## src/hw/acc_pkg.sv

```systemverilog
package acc_pkg;

    // ************************************************************
    // widths
    // ************************************************************

    localparam int NUM_CORES_MAX = 16;
    localparam int CORE_W        = $clog2(NUM_CORES_MAX); // 4-bit core index.
    localparam int ITEM_AW       = 7;                     // 128 words per core.

    // ************************************************************
    // command, load and result words
    // ************************************************************

    typedef enum logic [1:0] {
        OP_INIT,
        OP_LOAD,
        OP_EXEC,
        OP_DRAIN
    } opcode_t;

    typedef struct packed {
        opcode_t             op;
        logic [CORE_W-1:0]   core;  // load target.
        logic [ITEM_AW-1:0]  addr;  // load or exec index.
        logic [31:0]         data;  // load word.
    } cmd_t;

    typedef struct packed {
        logic                we;
        logic [CORE_W-1:0]   core;
        logic [ITEM_AW-1:0]  addr;
        logic [31:0]         data;
    } load_t;

    typedef struct packed {
        logic                last;  // final value of a drain.
        logic [CORE_W-1:0]   core;
        logic [31:0]         sum;
    } result_t;

endpackage
```

## src/hw/cmd_fifo.sv

```systemverilog
`timescale 1ns/100ps

module cmd_fifo #(
    parameter int FIFO_DEPTH = 4
) (
    input  logic          clk,
    input  logic          reset,
    input  logic          cmd_valid,
    input  acc_pkg::cmd_t cmd,
    output logic          fifo_valid,
    output acc_pkg::cmd_t fifo_cmd,
    input  logic          fifo_pop,
    output logic          cmd_credit
);

    localparam int PW = (FIFO_DEPTH > 1) ? $clog2(FIFO_DEPTH) : 1;
    localparam int CW = $clog2(FIFO_DEPTH + 1);

    acc_pkg::cmd_t  entries [FIFO_DEPTH];
    logic [PW-1:0]  wr_ptr;
    logic [PW-1:0]  rd_ptr;
    logic [CW-1:0]  count;

    function automatic logic [PW-1:0] next_ptr(input logic [PW-1:0] ptr);
        if (ptr == PW'(FIFO_DEPTH - 1)) begin
            return '0;
        end
        return ptr + 1'b1;
    endfunction

    always_ff @(posedge clk) begin
        if (cmd_valid) begin
            entries[wr_ptr] <= cmd; // host holds a credit, so never full.
        end
    end

    always_ff @(posedge clk) begin
        if (reset) begin
            wr_ptr     <= '0;
            rd_ptr     <= '0;
            count      <= '0;
            cmd_credit <= 1'b0;
        end else begin
            if (cmd_valid) begin
                wr_ptr <= next_ptr(wr_ptr);
            end
            if (fifo_pop) begin
                rd_ptr <= next_ptr(rd_ptr);
            end
            count      <= count + CW'(cmd_valid) - CW'(fifo_pop);
            cmd_credit <= fifo_pop; // one credit back per pop.
        end
    end

    assign fifo_valid = (count != '0);
    assign fifo_cmd   = entries[rd_ptr]; // show-ahead.

endmodule

```

## config.mk

```make
export PLATFORM = sky130hd
export DESIGN_NAME = cmd_fifo
export DESIGN_NICKNAME = d
export VERILOG_FILES = /design/src/hw/acc_pkg.sv /design/src/hw/cmd_fifo.sv
export SDC_FILE = /design/constraint.sdc
export NUM_CORES = 1
export LEC_CHECK = 0
export BUFFER_PORTS_ARGS = -buffer_cell sky130_fd_sc_hd__buf_2
export CAP_MARGIN = 20
export CORE_AREA = 2 2 156 158
export CTS_BUF_LIST = sky130_fd_sc_hd__clkbuf_2
export DETAILED_ROUTE_END_ITERATION = 10
export DIE_AREA = 0 0 158 160
export PLACE_DENSITY = 0.56
export SYNTH_ARGS = -nofsm -noshare
export SYNTH_HDL_FRONTEND = slang
export SYNTH_SLANG_ARGS = --single-unit
```

## constraint.sdc

```tcl
create_clock -name clk -period 2.2 [get_ports clk]
set_clock_uncertainty 0.1 [all_clocks]
set_input_delay 0 -clock clk [delete_from_list [all_inputs] [get_ports clk]]
set_output_delay 0 -clock clk [all_outputs]
set_load 0.01 [all_outputs]
```

# Word-level counts from Yosys, hierarchy flattened
# Memories as Yosys holds them, arrays and structs flattened. A register that Yosys moved wholly into a read port is not among the register bits.
# Index checks and enable logic that the tools add are counted.
# word_totals
regBits,8
ram_bits,180
mem_count,1
# mem_list
name,depth,word_bits,rd,rd_ports_with_merged_regs,wr,line,rtl
entries,4,45,1,1,1,cmd_fifo.sv:19,acc_pkg::cmd_t entries [FIFO_DEPTH];
# classes
add_sub_neg,4
eq_ne,2
n_mux,14
reduce_logical,1
# ops
cell,n
$mux W2,6
$mux W1,8
$add A2 B1 Y2 const B,2
$eq A2 B2 Y1 const B,2
$add A3 B1 Y3,1
$reduce_bool A3 Y1,1
$sub A3 B1 Y3,1

# Logic depth before layout (Yosys ltp)
# Gate-level depths: netlist (run 1).
# depth
depth_word,7
ltp_mapped,8
depth_no_buf,8

# Least setup slack after synthesis (run 1)
# Ideal clock, no wire load.
# synth_path
kind,register to register
from,register wr_ptr[0]
to,memory entries[2][0] (netlist name) (enable)
setup_time_ns,0.407
arrival_time_ns,1.618
slack_ns,0.075
path_stages_with_launch,4
path_buffers,0
synth_period_minus_slack_ns,2.125
cell_sequence,dfxtp_1 -> inv_1 -> ha_1 -> and2_1
# synth_lines
element,line,rtl
"start, declared",cmd_fifo.sv:20,logic [PW-1:0] wr_ptr;
"start signal, assigned",cmd_fifo.sv:45,wr_ptr <= next_ptr(wr_ptr);
"end, declared",cmd_fifo.sv:19,
# Straight into the memory's write port.

==> results of run 1 <==
report_power, final:
group / switching [mW] / total (mW) / internal (mW)
combinational: 0.410 / 0.950 / 0.540
clock: 1.15 / 1.91 / 0.753
sequential: 0.0519 / 4.17 / 4.12
sequential cells by signal (all words and copies together) (netlist names), named ones only:
name        flops
entries       180
count           3
rd_ptr          2
wr_ptr          2
cmd_credit      1
kinds of logic after synthesis:
kind of cell	share of synthesized area [%]
AOI/OAI and AO/OA	0.1426
xor gates and xnor gates	0.3207
adders and majority gates	1.532
buffers and inverters	1.924
DFF	79.83
muxes	14.99
and+or+nand+nor	1.265
worst max-delay path by stage:
stage | start | slack (ns) | cells after the start | to
after floorplan | wr_ptr[0] | 0.07 | 3 | entries[2][0]
after global placement | count[0] | 0.55 | 8 | count[2]
after detailed placement | count[0] | 0.49 | 8 | count[2]
after CTS | flip-flop | -0.17 | 3 | fifo_cmd[14]
after global routing | flip-flop | -0.24 | 3 | fifo_cmd[2]
final | flip-flop | -0.03 | 3 | fifo_cmd[10]
repair_timing:
action                                  4_1_cts  5_1_grt
endpoints found under the setup margin       45       46
setup buffers                                 2        0
gates cloned                                  0        1
endpoints found under the hold margin       370        0
gates resized for setup                      17       17
hold buffers                                 97        0
worst reg2reg max path, delay by kind of cell, from the launching register on:
family / cells / cell delay, ns
flip-flops: 1 / 0.39
buffers and inverters: 3 / 0.15
AND/OR/NAND/NOR: 1 / 0.12
adder cells (fa/ha/maj): 3 / 0.77
XOR/XNOR: 1 / 0.18
stage by stage:
stage,power [mW],hold WS (ns),utilization (%)
5_1_grt,7.378,0.004461,39.26
3_3_place_gp,4.957,0.1100,33.21
2_1_floorplan,4.681,-0.03331,-
4_1_cts,7.098,0.002350,38.82
3_5_place_dp,4.986,0.1191,33.21
6_report,7.031,0.1178,39.26
layer usage:
layer / vias to the layer above / part of all wire, %
met5: - / 0.091
met4: 2 / 0.89
met3: 10 / 3.7
met2: 59 / 53
met1: 1844 / 42
li1: 1598 / -
area by class of cell:
type	instances	area, µm²	area share (%)
Inverter	5	18.77	0.2007
Clock buffer	18	90.09	0.9633
Clock inverter	14	186.4	1.994
Timing Repair Buffer	206	1768	18.91
Sequential cell	190	5612	60.01
Tap cell	324	405.4	4.335
Multi-Input combinational cell	73	1271	13.59
cells in the mapped netlist:
cell type  number
edfxtp_1      180
mux4_2         40
dfxtp_1        10
ha_1            7
inv_1           5
mux4_1          5
and2_1          4
buf_12          4
buf_2           4
nor2_1          4
a21oi_1         2
mux2i_1         2
nand2b_1        2
nor2b_1         2
or3b_2          2
buf_6           1
clkbuf_2        1
fa_1            1
or3_1           1
xnor3_1         1
==> impl_results.md, run 1 <==
* # DRC at 0
* Remaining Overflow, GRT at 0
* Hold Vio Cnt, Final at 0
* Busiest grt layer: met2
* Setup violators final at 14
* RSZ-0062 raised after global routing: true
* GRT Overall Usage at roughly an eighth
* Vias in the first global route at 3932
* Post-DP HPWL at roughly 8300 µm
* Worst Hold Class: in2reg
* First-pass GRT wire length at approximately 22000 µm
* Avg Cell Area, Syn at around 25 µm²
* Setup Crit Path Kind: reg2out
* Initial core utilization at between 20 and 30%
* Ant. Diodes at 0
* Slew Limit Headroom at about 70%
* Met1 Usage GRT at 13.52%
* Yosys top cell area share at approximately 77%
* Peak VDD IR at 0.2868 mV
* H-tree levels at 4
* Die ar. at around 25000 µm²
* Vias per cell at 4.233
* Commonest non-fill, non-tap cell in the layout: edfxtp_1
* Buffers and inverters on the worst path at 2
* Critical path cell sequence: buf_12 > mux4_2 > buf_6
* Detail Route Antenna Nets at 0
* Arr. time, crit path at roughly 2.1 ns
* Period utilization at 101.4%
* # rows at 57
* Launch point of the worst reg-to-reg path: count[0]
* TritonRoute pass-1 iters at 4
* Fin crit period at roughly 2.2 ns
* CP endpoint kind: output port
* Post-Syn Area at 7022 µm²
* Worst reg2reg endpoint: count[2]
* Cell Pwr Density at 751.9 nW/µm²
* CTS root buffer: clkbuf_2
* Total Neg Setup Slack at -0.1905 ns
* Hold depth at 4
* Clock slew at reported path FFs at 0.25 ns
* Placed Area at approximately 7900 µm²
* Placed Cells at approximately 700
* Area delta synth->final at 33.18%
* Failing checks: negative setup slack
* Initial antenna violation count at 1
* Worst skew pair latency at 0.71 ns
* Cell leakage power at between 3 and 4 nW
* Unique cell type count in the Yosys netlist at 20
* Num CTS Buffers at 17
* Via count at 3513
* Max-cap viol count at 0
* Pin count of the biggest net entering global routing at 29
* Synth Instances at approximately 280
* Gpl congestion at roughly 0.66
* Post-place setup slack at ~0.49 ns
* Area contributors post-synth: edfxtp_1, mux4_2, dfxtp_1
* Startpoint Class: flip-flop
* Clk sink count at 190
* Top Family by Delay on Critical Path: multiplexers
* CTS tree: done
* Most frequent cells in the layout: edfxtp_1, dlygate4sd3_1, buf_2
* Status: complete, but fails checks
* Final Max Slew Viols at 0
* Critical-path top delay cell: mux4_2
* Syn nets at approximately 340
* Max Fclk at roughly 0.45 GHz
* Fill count at about 2200
* Slew @ Worst Pin at 0.4640 ns
* Design Area, Final at 9351 µm²
* Crit-path max cell delay at about 0.56 ns
* Synth area leader: edfxtp_1
* WL/cell at about 17 µm
* DRT iter0 DRCs at 176
* Die X at 158 µm
* NumNets Final at 550
* Met3 usage at 3.826%
* #FFs+latches synth at between 150 and 200
* HP Start: fifo_pop
* Met2 Use GR at 20.87%
* Layout cells sized above 1 at between 30% and 40%
* Die height at about 160 µm
* Detailed-route wire length at around 14000 µm
* Clock Path Buffers at 2
* Core ar. at between 20000 and 25000 µm²
* IO buf count at between 90 and 100
* Worst setup margin at -0.03178 ns
* Crit-path max FO at 15
* WP data required at roughly 2.1 ns
* Worst Reg-to-Reg Cells at 8
* Sequential area share after synthesis at approximately four fifths
* Final Non-Filler Cells at 830
* IO Pins at 96
* R2R Setup Slk at 0.46 ns
* Syn. warnings at 0
(Power assumes the default switching activity.)
==> run 2: changes to the inputs <==
--- a/config.mk
+++ b/config.mk
@@ -12,6 +12,7 @@
 export DETAILED_ROUTE_END_ITERATION = 10
 export DIE_AREA = 0 0 158 160
 export PLACE_DENSITY = 0.56
+export SETUP_SLACK_MARGIN = 0.02
 export SYNTH_ARGS = -nofsm -noshare
 export SYNTH_HDL_FRONTEND = slang
 export SYNTH_SLANG_ARGS = --single-unit
==> impl_results.md, run 2 (synthesis results as in run 1) <==
* Setup crit end: fifo_cmd[10]
* Clock Path Buffers at 2
* Setup Crit Path Kind: reg2out
* Clk sink count at 190
* Die height at between 150 and 200 µm
* Max FFs per register at 180
* Vias in the first global route at just under 4000
* Fin crit period at around 2.2 ns
* Die X at around 160 µm
* GRT Overall Usage at between 10% and 20%
* # rows at 57
* CTS root buffer: clkbuf_2
* Num CTS Buffers at 17
* Worst Hold Class: in2reg
* Via count at approximately 3500
* Vias per cell at between 4 and 5
* Max Fclk at approximately 0.45 GHz
* Cell Pwr Density at approximately 750 nW/µm²
* Remaining Overflow, GRT at 0
* TritonRoute pass-1 iters at 4
* Initial core utilization at between 20 and 30%
* Finished Core Util at about two fifths
* WP data required at 2.10 ns
* RSZ-0062 raised after global routing: true
* Period utilization at 101.4%
* Worst skew pair latency at between 0.7 and 0.8 ns
* Launch point of the worst reg-to-reg path: count[0]
* Max-cap viol count at 0
* Die ar. at between 20000 and 30000 µm²
* Area delta synth->final at 33.16%
* Pin count of the biggest net entering global routing at 29
* Startpoint Class: flip-flop
* First-pass GRT wire length at approximately 22000 µm
* DRT iter0 DRCs at approximately 170
* Final Max Slew Viols at 0
* Most frequent cells in the layout: edfxtp_1, dlygate4sd3_1, buf_2
* Crit-path max FO at 15
* Gpl congestion at between 0.6 and 0.7
* Ant. Diodes at 0
* Hold Vio Cnt, Final at 0
* Slew @ Worst Pin at 0.4643 ns
* Peak VDD IR at between 0.2 and 0.3 mV
* Worst setup margin at -0.03061 ns
* WL/cell at around 17 µm
* Cell leakage power at between 3 and 4 nW
* Commonest non-fill, non-tap cell in the layout: edfxtp_1
* Initial antenna violation count at 1
* IO buf count at 95
* NumNets Final at 550
* Status: complete, but fails checks
* Core ar. at 23820 µm²
* IO Pins at 96
* Overall power at approximately 7.0 mW
* Detail Route Antenna Nets at 0
* CTS tree: done
* R2R Setup Slk at between 0.4 and 0.5 ns
* Layout cells sized above 1 at 37.75%
* Top flop regs: entries (180), count (3)
* Failing checks: negative setup slack
* Arr. time, crit path at about 2.1 ns
* Setup violators final at 14
* Worst Reg-to-Reg Cells at 8
* CP endpoint kind: output port
* # DRC at 0
* H-tree levels at 4
* Worst reg2reg endpoint: count[2]
* Top reg by flops: entries
* Post-DP HPWL at roughly 8300 µm
* Clock slew at reported path FFs at 0.25 ns
* Detailed-route wire length at approximately 14000 µm
* Slew Limit Headroom at between 60% and 70%
==> run 2: changes by cell type in the layout (fill, tap and decap cells not counted) <==
cell / change
dfxtp_2: -1
dfxtp_1: +1
==> run 2: cell type report <==
| class | instances | area [µm²] |
|---|---|---|
| well taps | 324 | 405.4 |
| inverters | 5 | 18.77 |
| repair buffers | 206 | 1768 |
| clock inverters | 14 | 186.4 |
| multi-input cells | 73 | 1271 |
| flip-flops and latches | 190 | 5610 |
| fillers | 2185 | 14470 |
| clock buffers | 18 | 90.09 |
==> run 2: worst max-delay path, stage by stage, from the launching register on <==
cell and delay, ns:
dfxtp_4 0.51, buf_12 0.20, mux4_2 0.56, buf_6 0.14
==> run 2: worst min-delay path by stage <==
stage | start | end | slack [ns] | depth (start not counted)
5_1_grt | fifo_pop | flip-flop | 0.005 | 4
6_report | fifo_pop | flip-flop | 0.12 | 4
3_3_place_gp | cmd[8] | entries[1][8] | 0.11 | 1
4_1_cts | fifo_pop | flip-flop | 0.002 | 4
3_5_place_dp | cmd[16] | entries[0][16] | 0.12 | 1
2_1_floorplan | reset | count[1] | -0.03 | 1
==> run 2: timing repair <==
action	4_1_cts	5_1_grt
cloned	0	1
hold buffers	96	0
hold endpoints to repair	370	0
buffers inserted	2	0
endpoints found under the setup margin	45	45
gates resized for setup	17	16
==> run 2: per-layer routing <==
| layer | track usage (%) | wire, µm |
|---|---|---|
| met1 | 13.54 | 6065 |
| met2 | 20.83 | 7511 |
| met3 | 3.826 | 521 |
| met4 | 3.071 | 125 |
| met5 | 0 | 13 |
==> run 2: power by group <==
part	switching (mW)	internal, mW
combinational	0.410	0.540
sequential	0.0514	4.12
clock	1.15	0.753
total	1.62	5.41
==> run 2: per-stage QoR <==
step / TNS [ns] / std cells / cell area (µm²) / worst slack [ns] / hold WS (ns)
detailed placement: 0 / 699 / 7911 / 0.4925 / 0.1191
global placement: 0 / 699 / 7911 / 0.5461 / 0.1100
floorplan: 0 / 278 / 7022 / 0.07478 / -0.03331
finish: -0.1873 / 830 / 9350 / -0.03061 / 0.1203
CTS: -5.774 / 829 / 9238 / -0.1729 / 0.002350
global route: -8.237 / 830 / 9350 / -0.2362 / 0.005106
==> run 3: changes to the inputs <==
==> constraint.sdc (replaced) <==
create_clock -name clk -period 2.2 [get_ports clk]
set_clock_uncertainty 0.1 [all_clocks]
set_input_delay 0 -clock clk [delete_from_list [all_inputs] [get_ports clk]]
set_output_delay 0 -clock clk [all_outputs]
set_load 0.02 [all_outputs]
==> impl_results.md, run 3 (synthesis results as in run 1) <==
* Pin count of the biggest net entering global routing at 46
* Critical-path top delay cell: mux4_2
* Detail Route Antenna Nets at 0
* Worst Reg-to-Reg Cells at 8
* Post-place setup slack at between 0.4 and 0.5 ns
* Worst skew pair latency at 0.72 ns
* Num CTS Buffers at 17
* Overall power at 7.147 mW
* CTS root buffer: clkbuf_2
* # rows at 57
* RSZ-0062 raised after global routing: true
* Max Fclk at approximately 0.44 GHz
* Initial antenna violation count at 1
* Max FFs per register at 180
* Failing checks: negative setup slack
* Max-cap viol count at 0
* Most frequent cells in the layout: edfxtp_1, dlygate4sd3_1, buf_2
* Slew Limit Headroom at between 60 and 70%
* Detailed-route wire length at about 15000 µm
* Fin crit period at 2.258 ns
* Worst Hold Class: in2reg
* Via count at ~3600
* Post-DP HPWL at around 8000 µm
* Clock slew at reported path FFs at between 0.2 and 0.3 ns
* Hold Vio Cnt, Final at 0
* Period utilization at 102.6%
* Finished Core Util at about two fifths
* # DRC at 0
* Status: complete, but fails checks
* Hold depth at 4
* R2R Setup Slk at a little under 0.5 ns
* Internal power at 5.327 mW
* Worst reg2reg endpoint: count[2]
* Sw Pwr at between 1.5 and 2 mW
* WP data required at between 2 and 2.5 ns
* Startpoint Class: flip-flop
* Clock power frac at 25.0%
* CP endpoint kind: output port
* Seq pwr share at between 50 and 60%
* Logic pwr share at between 15 and 20%
* Arr. time, crit path at 2.16 ns
* Clock Path Buffers at 2
* IO buf count at 95
* Ant. Diodes at 0
* CTS tree: done
* DRT iter0 DRCs at 118
* Final Max Slew Viols at 0
* Setup violators final at 44
* Met2 Use GR at between 20 and 25%
* Clk sink count at 190
* Met1 Usage GRT at between 10% and 20%
* Layout cells sized above 1 at between 30% and 40%
* Area delta synth->final at 37.76%
* Met3 usage at between 2 and 3%
* Die X at 158 µm
* Placed Cells at 697
* HP Start: cmd_valid
* Critical path cell sequence: buf_6 > buf_16 > mux4_2 > buf_6
* Peak VDD IR at roughly 0.3 mV
* WHS Endpoint: wr_ptr[0]
* Crit-path max cell delay at around 0.53 ns
* H-tree levels at 4
* Top flop regs: entries (180), count (3)
* Register area at about 5600 µm²
* Crit-path max FO at 6
* NumNets Final at around 560
* Fill count at roughly 2200
* Cell leakage power at around 3.3 nW
* Slew @ Worst Pin at slightly below 0.5 ns
* TritonRoute pass-1 iters at 4
* Initial core utilization at 29.48%
* Remaining Overflow, GRT at 0
* Design Area, Final at roughly 9700 µm²
* Placed Area at about 8000 µm²
* Gpl congestion at approximately 0.62
* Buffers and inverters on the worst path at 3
* Die height at 160 µm
* Vias in the first global route at ~4000
* Top reg by flops: entries
* First-pass GRT wire length at roughly 23000 µm
* Footprint of the multi-input gates at 1267 µm²
* Setup Crit Path Kind: reg2out
* Top Family by Delay on Critical Path: multiplexers
* IO Pins at 96
* Worst path most repeated cell: buf_6
* Die ar. at 25280 µm²
* Vias per cell at approximately 4.3
* Commonest non-fill, non-tap cell in the layout: edfxtp_1
* Sw Ratio at about a quarter
* GRT Overall Usage at between 10% and 20%
* WL/cell at 17.94 µm
* Busiest grt layer: met2
* Worst setup margin at -0.05767 ns
* Launch point of the worst reg-to-reg path: count[0]
* Final Non-Filler Cells at around 840
* Cell Pwr Density at between 700 and 800 nW/µm²
* Core ar. at between 20000 and 25000 µm²
-- run 3: changes by cell type in the layout (fill, tap and decap cells not counted), moves of 3 or more --
| cell | change |
|---|---|
| buf_12 | +4 |
| buf_16 | +7 |
| buf_2 | -18 |
| buf_4 | -5 |
| buf_6 | +20 |
| inv_8 | +3 |
-- run 3: what timing repair did --
| action | CTS | global route |
|---|---|---|
| resized for setup | 105 | 2 |
| hold endpoints to repair | 368 | 0 |
| endpoints found under the setup margin | 45 | 45 |
| hold buffers | 97 | 0 |
| cloned | 7 | 0 |
| setup buffers | 5 | 1 |
-- run 3: layer usage --
metal  share of wire, %  vias up
met5              0.047        -
li1                   -     1620
met2                 53       70
met1                 43     1880
met3                3.0       13
met4                1.2        2
-- run 3: worst max path at each step --
| stage | from | end | depth (start not counted) |
|---|---|---|---|
| after detailed placement | count[0] | count[2] | 8 |
| after floorplan | wr_ptr[0] | entries[2][0] | 3 |
| after CTS | flip-flop | fifo_cmd[4] | 4 |
| final | flip-flop | fifo_cmd[39] | 4 |
| after global placement | count[0] | count[2] | 8 |
| after global routing | flip-flop | fifo_cmd[39] | 4 |
-- run 3: tightest hold or removal path, stage by stage --
cell and delay, ns:
dlygate4sd3_1 0.53, buf_2 0.17, or3b_2 0.20, a21oi_1 0.05
-- run 3: final cells by class --
type,instances,share of cell area (%)
Sequential cell,190,58.00
Timing Repair Buffer,214,21.95
Multi-Input combinational cell,73,13.10
Tap cell,324,4.191
Clock inverter,15,1.682
Clock buffer,17,0.8796
Inverter,5,0.1940
-- run 3: power groups by stage --
stage,combinational (mW),clock [mW],sequential (mW)
after floorplan,0.536,0,4.24
after global placement,0.818,0,4.24
after detailed placement,0.837,0,4.25
after CTS,1.22,1.89,4.17
after global routing,1.28,2.02,4.19
final,1.19,1.78,4.17
-- run 3: per-stage QoR --
step | setup TNS (ns) | hold slack, ns
3_5_place_dp | 0 | 0.1175
2_1_floorplan | 0 | -0.03331
4_1_cts | -7.963 | 0.04206
5_1_grt | -8.864 | 0.06047
3_3_place_gp | 0 | 0.1119
6_report | -1.366 | 0.1458
